`src/logic/loader_macros.svh`:
```
// Command codes, checksum seed, flash address width, UART bit time and flash cycle lengths.
`ifndef LOADER_MACROS_SVH
`define LOADER_MACROS_SVH

`define CMD_WRITE 8'hf3 // Host writes a word range.
`define CMD_READ 8'h2a // Host reads a word range back.

`define CHECKSUM_INIT 8'h23 // Seed of both checksums.

`define FLASH_ADDR_BITS 22 // Low bits kept from the 24-bit address field.

`define CLKS_PER_BIT 8 // Short bit time for simulation.

// Strobe phase length of one flash cycle, in clocks.
`define FLASH_RD_CYCLES 3
`define FLASH_WR_CYCLES 4

`endif
```
`src/logic/loader_pkg.sv`:
```
// Vector typedefs for bytes, flash words and word addresses, and the engine state enum.
`include "loader_macros.svh"

package loader_pkg;

	typedef logic [7:0] byte_t; // UART byte or checksum.
	typedef logic [15:0] word_t; // One flash word.
	typedef logic [`FLASH_ADDR_BITS-1:0] flash_addr_t; // Flash word address.

	typedef enum logic [3:0] {
		st_idle,
		st_recv_meta,
		st_meta_ack,
		st_write_recv,
		st_write_ack,
		st_read_flash,
		st_send_high,
		st_send_low,
		st_wait_tx,
		st_wait_tx_done
	} loader_state_t;

endpackage

```
`src/logic/flash_loader_top.sv`:
```
// Top level joining the UART receiver and transmitter, command engine and flash port.
`timescale 1ns/1ns

module flash_loader_top (
	input logic clk,
	input logic rst,
	input logic rxd,
	input loader_pkg::word_t flash_rdata,
	output logic txd,
	output loader_pkg::flash_addr_t flash_addr,
	output loader_pkg::word_t flash_wdata,
	output logic flash_data_oe,
	output logic flash_ce_n,
	output logic flash_oe_n,
	output logic flash_we_n
);
	import loader_pkg::*;

	byte_t rx_data;
	logic rx_ready;
	byte_t tx_data;
	logic tx_start;
	logic tx_busy;
	flash_addr_t addr;
	word_t wdata;
	word_t rdata;
	logic rd_en;
	logic wr_en;
	logic busy;

	uart_rx rx_i (
		.clk(clk),
		.rst(rst),
		.rxd(rxd),
		.rx_data(rx_data),
		.rx_ready(rx_ready)
	);

	uart_tx tx_i (
		.clk(clk),
		.rst(rst),
		.tx_start(tx_start),
		.tx_data(tx_data),
		.txd(txd),
		.tx_busy(tx_busy)
	);

	transfer_engine engine_i (
		.clk(clk),
		.rst(rst),
		.rx_data(rx_data),
		.rx_ready(rx_ready),
		.tx_busy(tx_busy),
		.rdata(rdata),
		.busy(busy),
		.tx_data(tx_data),
		.tx_start(tx_start),
		.addr(addr),
		.wdata(wdata),
		.rd_en(rd_en),
		.wr_en(wr_en)
	);

	flash_port flash_i (
		.clk(clk),
		.rst(rst),
		.addr(addr),
		.wdata(wdata),
		.rd_en(rd_en),
		.wr_en(wr_en),
		.flash_rdata(flash_rdata),
		.rdata(rdata),
		.busy(busy),
		.flash_addr(flash_addr),
		.flash_wdata(flash_wdata),
		.flash_data_oe(flash_data_oe),
		.flash_ce_n(flash_ce_n),
		.flash_oe_n(flash_oe_n),
		.flash_we_n(flash_we_n)
	);

endmodule

```
`src/logic/transfer_engine.sv`:
```
// Command engine FSM for address parsing, checksums, and flash word write and readback.
`timescale 1ns/1ns
`include "loader_macros.svh"

module transfer_engine (
	input logic clk,
	input logic rst,
	input loader_pkg::byte_t rx_data,
	input logic rx_ready,
	input logic tx_busy,
	input loader_pkg::word_t rdata,
	input logic busy,
	output loader_pkg::byte_t tx_data,
	output logic tx_start,
	output loader_pkg::flash_addr_t addr,
	output loader_pkg::word_t wdata,
	output logic rd_en,
	output logic wr_en
);
	import loader_pkg::*;

	loader_state_t state;
	loader_state_t ret_state; // Where the transmit wait goes next.
	logic [47:0] meta; // Start then end address, MSB first.
	logic [2:0] meta_cnt;
	byte_t checksum;
	byte_t byte_buf; // High byte of a write word, or low byte of a read word.
	logic half; // A write word is half received.
	logic rd_pending;
	flash_addr_t cur_addr;
	flash_addr_t end_addr;
	flash_addr_t addr_next;

	assign addr_next = cur_addr + 1'b1;

	always_ff @(posedge clk) begin
		if (!rst) begin
			state <= st_idle;
			ret_state <= st_idle;
			meta_cnt <= '0;
			checksum <= `CHECKSUM_INIT;
			half <= 1'b0;
			rd_pending <= 1'b0;
			tx_start <= 1'b0;
			rd_en <= 1'b0;
			wr_en <= 1'b0;
		end else begin
			rd_en <= 1'b0; // Flash enables are single-cycle pulses.
			wr_en <= 1'b0;
			case (state)
				st_idle: begin
					checksum <= `CHECKSUM_INIT;
					meta_cnt <= '0;
					if (rx_ready && rx_data == `CMD_WRITE) begin
						state <= st_recv_meta;
						ret_state <= st_write_recv;
					end else if (rx_ready && rx_data == `CMD_READ) begin
						state <= st_recv_meta;
						ret_state <= st_read_flash;
					end
				end
				st_recv_meta:
					if (rx_ready) begin
						meta <= {meta[39:0], rx_data};
						checksum <= checksum ^ rx_data;
						meta_cnt <= meta_cnt + 1'b1;
						if (meta_cnt == 3'd5)
							state <= st_meta_ack;
					end
				st_meta_ack: begin
					cur_addr <= meta[24 +: `FLASH_ADDR_BITS];
					end_addr <= meta[0 +: `FLASH_ADDR_BITS];
					tx_data <= checksum;
					tx_start <= 1'b1;
					checksum <= `CHECKSUM_INIT;
					half <= 1'b0;
					state <= st_wait_tx; // Return state was chosen by the command.
				end

				st_write_recv:
					if (rx_ready) begin
						checksum <= checksum ^ rx_data;
						half <= !half;
						if (!half) begin
							byte_buf <= rx_data;
						end else begin
							addr <= cur_addr;
							wdata <= {byte_buf, rx_data};
							wr_en <= 1'b1;
							cur_addr <= addr_next;
							if (addr_next == end_addr)
								state <= st_write_ack;
						end
					end
				st_write_ack:
					if (!wr_en && !busy) begin // Last write has finished.
						tx_data <= checksum;
						tx_start <= 1'b1;
						ret_state <= st_idle;
						state <= st_wait_tx;
					end

				st_read_flash:
					if (!rd_pending) begin
						addr <= cur_addr;
						rd_en <= 1'b1;
						rd_pending <= 1'b1;
					end else if (!rd_en && !busy) begin
						rd_pending <= 1'b0;
						checksum <= checksum ^ rdata[15:8] ^ rdata[7:0];
						tx_data <= rdata[15:8];
						byte_buf <= rdata[7:0];
						tx_start <= 1'b1;
						cur_addr <= addr_next;
						ret_state <= st_send_high;
						state <= st_wait_tx;
					end
				st_send_high: begin
					tx_data <= byte_buf;
					tx_start <= 1'b1;
					ret_state <= st_send_low;
					state <= st_wait_tx;
				end
				st_send_low:
					if (cur_addr == end_addr) begin
						tx_data <= checksum;
						tx_start <= 1'b1;
						ret_state <= st_idle;
						state <= st_wait_tx;
					end else begin
						state <= st_read_flash;
					end

				// Hold the start level until the transmitter takes it.
				st_wait_tx:
					if (tx_busy) begin
						tx_start <= 1'b0;
						state <= st_wait_tx_done;
					end
				st_wait_tx_done:
					if (!tx_busy)
						state <= ret_state;

				default:
					state <= st_idle;
			endcase
		end
	end

endmodule

```
`src/logic/flash_port.sv`:
```
// Flash bus sequencer with setup, strobe and release phases for single-word reads and writes.
`timescale 1ns/1ns
`include "loader_macros.svh"

module flash_port (
	input logic clk,
	input logic rst,
	input loader_pkg::flash_addr_t addr,
	input loader_pkg::word_t wdata,
	input logic rd_en,
	input logic wr_en,
	input loader_pkg::word_t flash_rdata,
	output loader_pkg::word_t rdata,
	output logic busy,
	output loader_pkg::flash_addr_t flash_addr,
	output loader_pkg::word_t flash_wdata,
	output logic flash_data_oe,
	output logic flash_ce_n,
	output logic flash_oe_n,
	output logic flash_we_n
);
	localparam logic [2:0] RD_LAST = 3'(`FLASH_RD_CYCLES - 1);
	localparam logic [2:0] WR_LAST = 3'(`FLASH_WR_CYCLES - 1);

	typedef enum logic [1:0] {fp_idle, fp_setup, fp_strobe, fp_release} fp_state_t;

	fp_state_t state;
	logic is_write;
	logic [2:0] strobe_cnt;

	always_ff @(posedge clk) begin
		if (!rst) begin
			state <= fp_idle;
			is_write <= 1'b0;
			strobe_cnt <= '0;
			busy <= 1'b0;
			flash_data_oe <= 1'b0;
			flash_ce_n <= 1'b1;
			flash_oe_n <= 1'b1;
			flash_we_n <= 1'b1;
		end else begin
			case (state)
				fp_idle:
					if (rd_en || wr_en) begin
						state <= fp_setup;
						busy <= 1'b1;
						is_write <= wr_en;
						flash_addr <= addr; // Held for the whole cycle.
						flash_wdata <= wdata;
						flash_ce_n <= 1'b0;
						flash_data_oe <= wr_en;
						strobe_cnt <= wr_en ? WR_LAST : RD_LAST;
					end
				fp_setup: begin
					state <= fp_strobe;
					if (is_write)
						flash_we_n <= 1'b0;
					else
						flash_oe_n <= 1'b0;
				end
				fp_strobe:
					if (strobe_cnt == '0) begin
						state <= fp_release;
						flash_oe_n <= 1'b1;
						flash_we_n <= 1'b1;
						if (!is_write)
							rdata <= flash_rdata; // Sampled on the last strobe cycle.
					end else begin
						strobe_cnt <= strobe_cnt - 1'b1;
					end
				fp_release: begin
					state <= fp_idle;
					busy <= 1'b0;
					flash_ce_n <= 1'b1;
					flash_data_oe <= 1'b0;
				end
				default:
					state <= fp_idle;
			endcase
		end
	end

endmodule

```
`src/logic/uart_tx.sv`:
```
// UART transmitter with start pulse, frame shifter and busy flag.
`timescale 1ns/1ns
`include "loader_macros.svh"

module uart_tx (
	input logic clk,
	input logic rst,
	input logic tx_start,
	input loader_pkg::byte_t tx_data,
	output logic txd,
	output logic tx_busy
);
	localparam int CNT_W = $clog2(`CLKS_PER_BIT);
	localparam logic [CNT_W-1:0] FULL_BIT = CNT_W'(`CLKS_PER_BIT - 1);

	logic [8:0] shift; // Data bits followed by the stop bit.
	logic [3:0] bit_cnt; // Bits still to go after the current one.
	logic [CNT_W-1:0] clk_cnt;

	always_ff @(posedge clk) begin
		if (!rst) begin
			txd <= 1'b1;
			tx_busy <= 1'b0;
			bit_cnt <= '0;
			clk_cnt <= '0;
		end else if (!tx_busy) begin
			if (tx_start) begin
				tx_busy <= 1'b1;
				txd <= 1'b0; // Start bit.
				shift <= {1'b1, tx_data};
				bit_cnt <= 4'd9;
				clk_cnt <= FULL_BIT;
			end
		end else if (clk_cnt != '0) begin
			clk_cnt <= clk_cnt - 1'b1;
		end else if (bit_cnt != '0) begin
			txd <= shift[0];
			shift <= {1'b1, shift[8:1]};
			bit_cnt <= bit_cnt - 1'b1;
			clk_cnt <= FULL_BIT;
		end else begin
			tx_busy <= 1'b0; // Stop bit has run its full time.
		end
	end

endmodule

```
`src/logic/uart_rx.sv`:
```
// UART receiver with two-flop input synchroniser, mid-bit sampling and stop bit check.
`timescale 1ns/1ns
`include "loader_macros.svh"

module uart_rx (
	input logic clk,
	input logic rst,
	input logic rxd,
	output loader_pkg::byte_t rx_data,
	output logic rx_ready
);
	import loader_pkg::*;

	localparam int CNT_W = $clog2(`CLKS_PER_BIT);
	localparam logic [CNT_W-1:0] HALF_BIT = CNT_W'(`CLKS_PER_BIT / 2 - 1);
	localparam logic [CNT_W-1:0] FULL_BIT = CNT_W'(`CLKS_PER_BIT - 1);

	logic rxd_meta;
	logic rxd_sync;
	logic active;
	logic [3:0] bit_cnt; // 0 start, 1 to 8 data, 9 stop.
	logic [CNT_W-1:0] clk_cnt;
	byte_t shift;

	always_ff @(posedge clk) begin
		if (!rst) begin
			rxd_meta <= 1'b1;
			rxd_sync <= 1'b1;
			active <= 1'b0;
			bit_cnt <= '0;
			clk_cnt <= '0;
			rx_ready <= 1'b0;
		end else begin
			rxd_meta <= rxd;
			rxd_sync <= rxd_meta;
			rx_ready <= 1'b0;
			if (!active) begin
				if (!rxd_sync) begin // Falling edge of a start bit.
					active <= 1'b1;
					bit_cnt <= '0;
					clk_cnt <= HALF_BIT;
				end
			end else if (clk_cnt != '0) begin
				clk_cnt <= clk_cnt - 1'b1;
			end else begin
				clk_cnt <= FULL_BIT;
				bit_cnt <= bit_cnt + 1'b1;
				if (bit_cnt == 4'd0) begin
					if (rxd_sync)
						active <= 1'b0; // Glitch, not a start bit.
				end else if (bit_cnt != 4'd9) begin
					shift <= {rxd_sync, shift[7:1]}; // LSB arrives first.
				end else begin
					active <= 1'b0;
					if (rxd_sync) begin // Framing error drops the byte.
						rx_ready <= 1'b1;
						rx_data <= shift;
					end
				end
			end
		end
	end

endmodule

```
`config.mk`:
```
export PLATFORM = sky130hd
export DESIGN_NAME = flash_loader_top
export DESIGN_NICKNAME = d
export VERILOG_FILES = /design/src/logic/loader_pkg.sv /design/src/logic/flash_loader_top.sv /design/src/logic/transfer_engine.sv /design/src/logic/flash_port.sv /design/src/logic/uart_tx.sv /design/src/logic/uart_rx.sv
export VERILOG_INCLUDE_DIRS = /design/src /design/src/logic
export SDC_FILE = /design/constraint.sdc
export NUM_CORES = 1
export LEC_CHECK = 0
export BUFFER_PORTS_ARGS = -buffer_cell sky130_fd_sc_hd__buf_2
export CAP_MARGIN = 20
export CORE_MARGIN = 2
export CORE_UTILIZATION = 45
export CTS_CLUSTER_DIAMETER = 200
export DETAILED_ROUTE_END_ITERATION = 10
export PLACE_DENSITY = 0.61
export REMOVE_ABC_BUFFERS = 1
export SETUP_SLACK_MARGIN = 0.15
export SYNTH_ARGS = -nofsm -noshare
export SYNTH_HDL_FRONTEND = slang
export SYNTH_SLANG_ARGS = --single-unit
```
`constraint.sdc`:
```
create_clock -name clk -period 4 [get_ports clk]
set_input_delay 0.4 -clock clk [delete_from_list [all_inputs] [get_ports clk]]
set_output_delay 0.4 -clock clk [all_outputs]
set_load 0.005 [all_outputs]
```
==> results of run 1 <==
## power groups by stage
stage	clock, mW	combinational, mW	sequential (mW)
6_report	2.53	0.159	3.10
5_1_grt	2.70	0.181	3.10
4_1_cts	2.58	0.159	3.10
3_5_place_dp	0	0.158	3.16
3_3_place_gp	0	0.157	3.16
2_1_floorplan	0	0.111	3.16
## cell usage in the layout (no fill, tap or decap), types with 7 or more instances in the layout
master / count
clkbuf_16: 29
nand2b_1: 11
nand4_1: 13
xor2_1: 27
nand3_1: 22
xnor2_1: 41
a311oi_1: 8
buf_2: 61
nor3_1: 11
nand2_1: 84
a21oi_1: 53
mux2_2: 10
buf_4: 14
or3_1: 7
edfxtp_1: 222
o22ai_1: 9
and3_1: 13
ha_1: 18
inv_1: 22
dfxtp_1: 54
o211ai_1: 7
a22oi_1: 19
nor2_1: 79
o21ai_0: 23
nor2b_1: 9
## through the flow
| step | hold WS, ns | total power [mW] | worst slack (ns) |
|---|---|---|---|
| final | 0.0272 | 5.79 | 1.19 |
| after global routing | 0.00827 | 5.99 | 0.968 |
| after CTS | 0.00424 | 5.85 | 1.16 |
| after detailed placement | 0.396 | 3.32 | 1.17 |
| after floorplan | 0.386 | 3.27 | 0.516 |
| after global placement | 0.392 | 3.32 | 1.23 |
## critical path, cell delays in order, from the launching register on
cell and delay [ns]:
edfxtp_1 0.46, xor2_1 0.22, or4_4 0.56, nor4_4 0.30
a31oi_2 0.21, nor2_1 0.15, and3_1 0.21, and3_1 0.38
## flip-flops by register name, summed over array words and instances (netlist names), 8 cells and up
name / flops
engine_i.meta: 46
engine_i.end_addr: 22
engine_i.cur_addr: 22
tx_i.shift: 8
engine_i.addr: 22
flash_i.flash_wdata: 16
engine_i.checksum: 8
flash_i.rdata: 16
engine_i.tx_data: 8
rx_i.rx_data: 8
rx_i.shift: 8
engine_i.byte_buf: 8
engine_i.wdata: 16
flash_i.flash_addr: 22
## metal layers
layer | track usage | share of wire | up-vias
met5 | 0 | 0 | -
met4 | 0.0543 | 0.025 | 0
met3 | 0.0291 | 0.050 | 40
met2 | 0.287 | 0.47 | 153
met1 | 0.239 | 0.46 | 3278
li1 | - | - | 3316
## kinds of logic after synthesis
| family | after synthesis | synth area share |
|---|---|---|
| AND/OR/NAND/NOR | 280 | 0.123 |
| flip-flops | 276 | 0.687 |
| AO/OA/AOI/OAI | 145 | 0.0817 |
| XOR/XNOR | 68 | 0.0528 |
| buffers and inverters | 57 | 0.0199 |
| adder cells (fa/ha/maj) | 18 | 0.0200 |
| multiplexers | 16 | 0.0153 |
## layout make-up
type	instances	area [um^2]
clock buffers	37	816
inverters	23	86.3
fillers	2047	11500
flip-flops and latches	276	7750
clock inverters	17	106
repair buffers	76	430
multi-input cells	527	3330
well taps	324	405
## worst max path at each step
stage / endpoint / start / depth (start not counted) / slack [ns]
2_1_floorplan: engine_i.end_addr[0] / rst / 2 / 0.52
3_3_place_gp: engine_i.tx_data[5] / engine_i.cur_addr[0] / 7 / 1.23
3_5_place_dp: engine_i.tx_data[6] / engine_i.cur_addr[0] / 7 / 1.17
4_1_cts: engine_i.tx_data[6] / engine_i.cur_addr[6] / 7 / 1.16
5_1_grt: engine_i.state[1] / engine_i.cur_addr[0] / 8 / 0.97
6_report: engine_i.tx_data[6] / engine_i.cur_addr[6] / 7 / 1.19
==> impl_metrics.toml, run 1 <==
[run_status]
status = "finished, final reports clean"

[final_layout]
fin_util = 0.528
drive_gt1_frac = 0.158
final_cell_area_um2 = 12900
fin_nets = 970
final_cell_count_no_fill = 1280
syn_to_final_growth_pct = 14.7
antenna_cells = 0

[setup_path]
start_kind = "register"
r2r_start = "engine_i.cur_addr[6]"
end_kind = "register"
rrSetupSlack_ns = 1.19
regToRegEndpoint = "engine_i.tx_data[6]"
path_class = "register to register"
path_max_fanout = 8
required_ns = 4.22
worst_r2r_path_depth = 7
crit_arrival_ns = 3.02

[synthesis]
synthTopCellsByArea = "edfxtp_1, dfxtp_1, xnor2_1"
synth_cell_type_count = 56
seq_area_frac_synth = 0.687
async_flop_share = 0
syn_avg_cell_area_um2 = 13.1
synth_commonest_cells = "edfxtp_1, nand2_1, nor2_1"
synth.most_common_cell = "edfxtp_1"
synth-edff-count = 222
synthFlopType = "edfxtp_1"
mappedNetlistArea_um2 = 11300
netlist_instances = 860
synth_area_leader_cell = "edfxtp_1"
yosysWarnings = 0
netlist.area_leader.share = 0.591
ys_ff_latch = 276

[timing]
drv_slew = 0
fin_setup_tns_ns = 0
max_freq_mhz = 356
period_share = 0.702
setup_viol = 0
rsz0062_at_grt = "false"
relSlewSlack = 0.357
skew_ns = 0.0289
final.min_clock_period_ns = 2.81
hold_viol_final = 0
tightest_slew_ns = 0.965

[routing]
drt_first_pass_iters = 5
wl_per_cell_um = 17.7
first_iter_violations = 438
vias_per_cell = 5.30
vias = 6787
drc = 0
postRouteWirelength_um = 22600
drt.antenna.violating_nets = 0

[grt]
gr-total-overflow = 0
grt_pass1_vias = 6770
grt_usage = 0.174
antenna_found_initial = 0
grt_pass1_wl_um = 36200
grt_max_degree = 47

[floorplan]
io_pins = 62
die_area_um2 = 26300
start_util = 0.461
die_y_um = 162
fp.coreArea_um2 = 24500
die_x_um = 162
std_cell_rows = 57

[pwr]
p_sw_frac = 0.207
switchingPower_mw = 1.20
power.internal_mw = 4.59
max-vdd-ir-drop_mv = 0.272
seqPwrFrac = 0.536
power.density_nw_per_um2 = 448
power_frac_comb = 0.027
p_clk_frac = 0.437
p_leak_nw = 4.44

[clocking]
clk_pin_slew_worst_paths_ns = 0.06
cts_setup_buffers = 0
htreeDepth = 1
cts-resized-gates = 0
clock-root-buffer = "clkbuf_16"
cts_max_path_buffers = 3
cts.hold.buffers_added = 0
clock-sinks = 276
numCtsBuffers = 29
clock_latency_ns = 0.55
cts_tree = "built"

[placement]
numPortBuffers = 61
dpl-instance-area_um2 = 12000
gp_congestion = 0.874
dp.cells = 1226
dp_hpwl_um = 15200

[min_path]
holdPathEnd = "flash_i.rdata[14]"
holdCritStartpoint = "flash_rdata[14]"
hold_depth = 1
hold_class = "input port to register"

[job]
maxCapViolations = 0
No activity file was read; power rests on OpenSTA's default activity.
==> inputs of run 2 (changes only) <==
==> constraint.sdc (replaced) <==
create_clock -name clk -period 2.6 [get_ports clk]
set_input_delay 0.26 -clock clk [delete_from_list [all_inputs] [get_ports clk]]
set_output_delay 0.26 -clock clk [all_outputs]
set_load 0.005 [all_outputs]
==> run 2 against run 1 <==
Effect of this change:
- flip-flop and latch count unchanged
- via count increased by 4.5%
- global-route usage increased by 0.61 points
- critical path type unchanged
- combinational power increased by 70%
- first-iteration DRC count increased by 12%
- register-to-register slack got worse by 1.1 ns
- non-clock buffer count increased by 73
==> impl_metrics.toml, run 2 (synthesis results as in run 1) <==
[setup_path]
critPathCapture = "engine_i.state[1]"
path_max_fanout = 6
start_kind = "register"
setup.worst_path.start = "engine_i.cur_addr[0]"
regToRegEndpoint = "engine_i.state[1]"
r2r_start = "engine_i.cur_addr[0]"
worst_r2r_path_depth = 8
end_kind = "register"
path_class = "register to register"
required_ns = 3.02
crit_arrival_ns = 2.91
rrSetupSlack_ns = 0.11

[clocking]
clock_latency_ns = 0.54
cts_max_path_buffers = 3
clock-sinks = 276
numCtsBuffers = 29
clk_pin_slew_worst_paths_ns = 0.06
htreeDepth = 1
clock-root-buffer = "clkbuf_16"
cts_tree = "built"

[placement]
dp_hpwl_um = 16400
numPortBuffers = 61
dp.cells = 1273
gp_congestion = 0.868

[timing]
final.min_clock_period_ns = 2.49
tightest_slew_ns = 0.742
hold_viol_final = 0
skew_ns = 0.0203
setup_viol = 0
rsz0062_at_grt = "true"
drv_slew = 0
max_freq_mhz = 402
period_share = 0.957
fin_setup_tns_ns = 0
relSlewSlack = 0.503

[final_layout]
mostFrequentLayoutCell = "edfxtp_1"
drive_gt1_frac = 0.209
largest_reg_flops = 46
max_flop_register = "engine_i.meta"
final_cell_count_no_fill = 1353
final_cell_mix = "edfxtp_1, nand2_1, nor2_1"
syn_to_final_growth_pct = 21.5
fin_nets = 1043
antenna_cells = 0

[floorplan]
std_cell_rows = 57
die_y_um = 162
die_area_um2 = 26300
fp.coreArea_um2 = 24500
start_util = 0.461
io_pins = 62
die_x_um = 162

[grt]
grt_pass1_wl_um = 37300
gr-total-overflow = 0
antenna_found_initial = 0
grt_usage = 0.181
grt_max_degree = 47
grt_pass1_vias = 7016

[run_status]
status = "finished, final reports clean"

[pwr]
power.density_nw_per_um2 = 681
max-vdd-ir-drop_mv = 0.491
p_leak_nw = 4.87

[routing]
vias = 7090
wl_met3_um = 886
drc = 0
dr.max_layer_used = "met4"
first_iter_violations = 490
vias_per_cell = 5.24
met1_length_um = 10600
met2WireLength_um = 11200
postRouteWirelength_um = 23400
drt.antenna.violating_nets = 0
drt_first_pass_iters = 5
wl_per_cell_um = 17.3

[job]
maxCapViolations = 0

[min_path]
holdCritStartpoint = "rst"
hold_class = "input port to register"
run 2: cell count changes in the layout (fill, tap and decap cells not counted), sizes merged:
| cell | delta |
|---|---|
| buf | +56 |
| dlygate4sd3 | +17 |
| bufinv | +6 |
| clkbuf | -6 |
run 2: power breakdown:
part           total, mW  leakage (nW)  internal, mW  switching, mW
logic              0.270          1.96         0.114          0.156
registers           4.77          2.42          4.75         0.0286
clock network       4.29         0.489          2.63           1.65
total               9.33          4.87          7.49           1.84
run 2: worst max-delay path, stage by stage (launching register included):
cell and delay [ns]:
edfxtp_1 0.49, ha_1 0.26, and3_1 0.21, and3_1 0.23
xor2_1 0.17, o211ai_1 0.12, nor4b_2 0.27, nand4_1 0.25
o311a_1 0.36
run 2: final cells by class:
class	count	area, um^2
sequential	276	7750
inverter	23	86.3
tap	324	405
clock buffer	31	733
multi-input combinational	527	3380
fill	1995	10800
timing repair buffer	149	1060
clock inverter	23	272
run 2: repair_timing:
| item | CTS | global route |
|---|---|---|
| setup endpoints to repair | 12 | 14 |
| resized for setup | 6 | 4 |
| setup buffers | 5 | 4 |
| endpoints found under the hold margin | 17 | 0 |
| pin swaps | 5 | 3 |
| hold buffers | 17 | 0 |
run 2: routing by layer:
| metal | track usage | vias to the layer above |
|---|---|---|
| met5 | 0 | - |
| met1 | 0.244 | 3431 |
| met3 | 0.0260 | 46 |
| li1 | - | 3457 |
| met2 | 0.300 | 156 |
| met4 | 0.0648 | 0 |
run 2: through the flow:
stage / cell area [um^2] / util / hold WS, ns / setup WS (ns) / total power, mW
2_1_floorplan: 11100 / - / 0.332 / -0.744 / 5.03
3_3_place_gp: 12400 / 0.507 / 0.390 / 0.0318 / 5.11
3_5_place_dp: 12400 / 0.507 / 0.402 / 0.00971 / 5.12
4_1_cts: 13600 / 0.558 / 0.174 / 0.151 / 9.43
5_1_grt: 13700 / 0.560 / 0.187 / 0.0259 / 9.66
6_report: 13700 / 0.560 / 0.195 / 0.112 / 9.33
run 2: worst min-delay path by stage:
| stage | cells after the start | to | slack, ns |
|---|---|---|---|
| after global routing | 3 | flash_i.flash_we_n | 0.19 |
| after floorplan | 1 | tx_i.txd | 0.33 |
| after CTS | 3 | flash_i.flash_we_n | 0.17 |
| after detailed placement | 1 | rx_i.rxd_sync | 0.40 |
| final | 3 | tx_i.txd | 0.19 |
| after global placement | 1 | rx_i.rxd_sync | 0.39 |
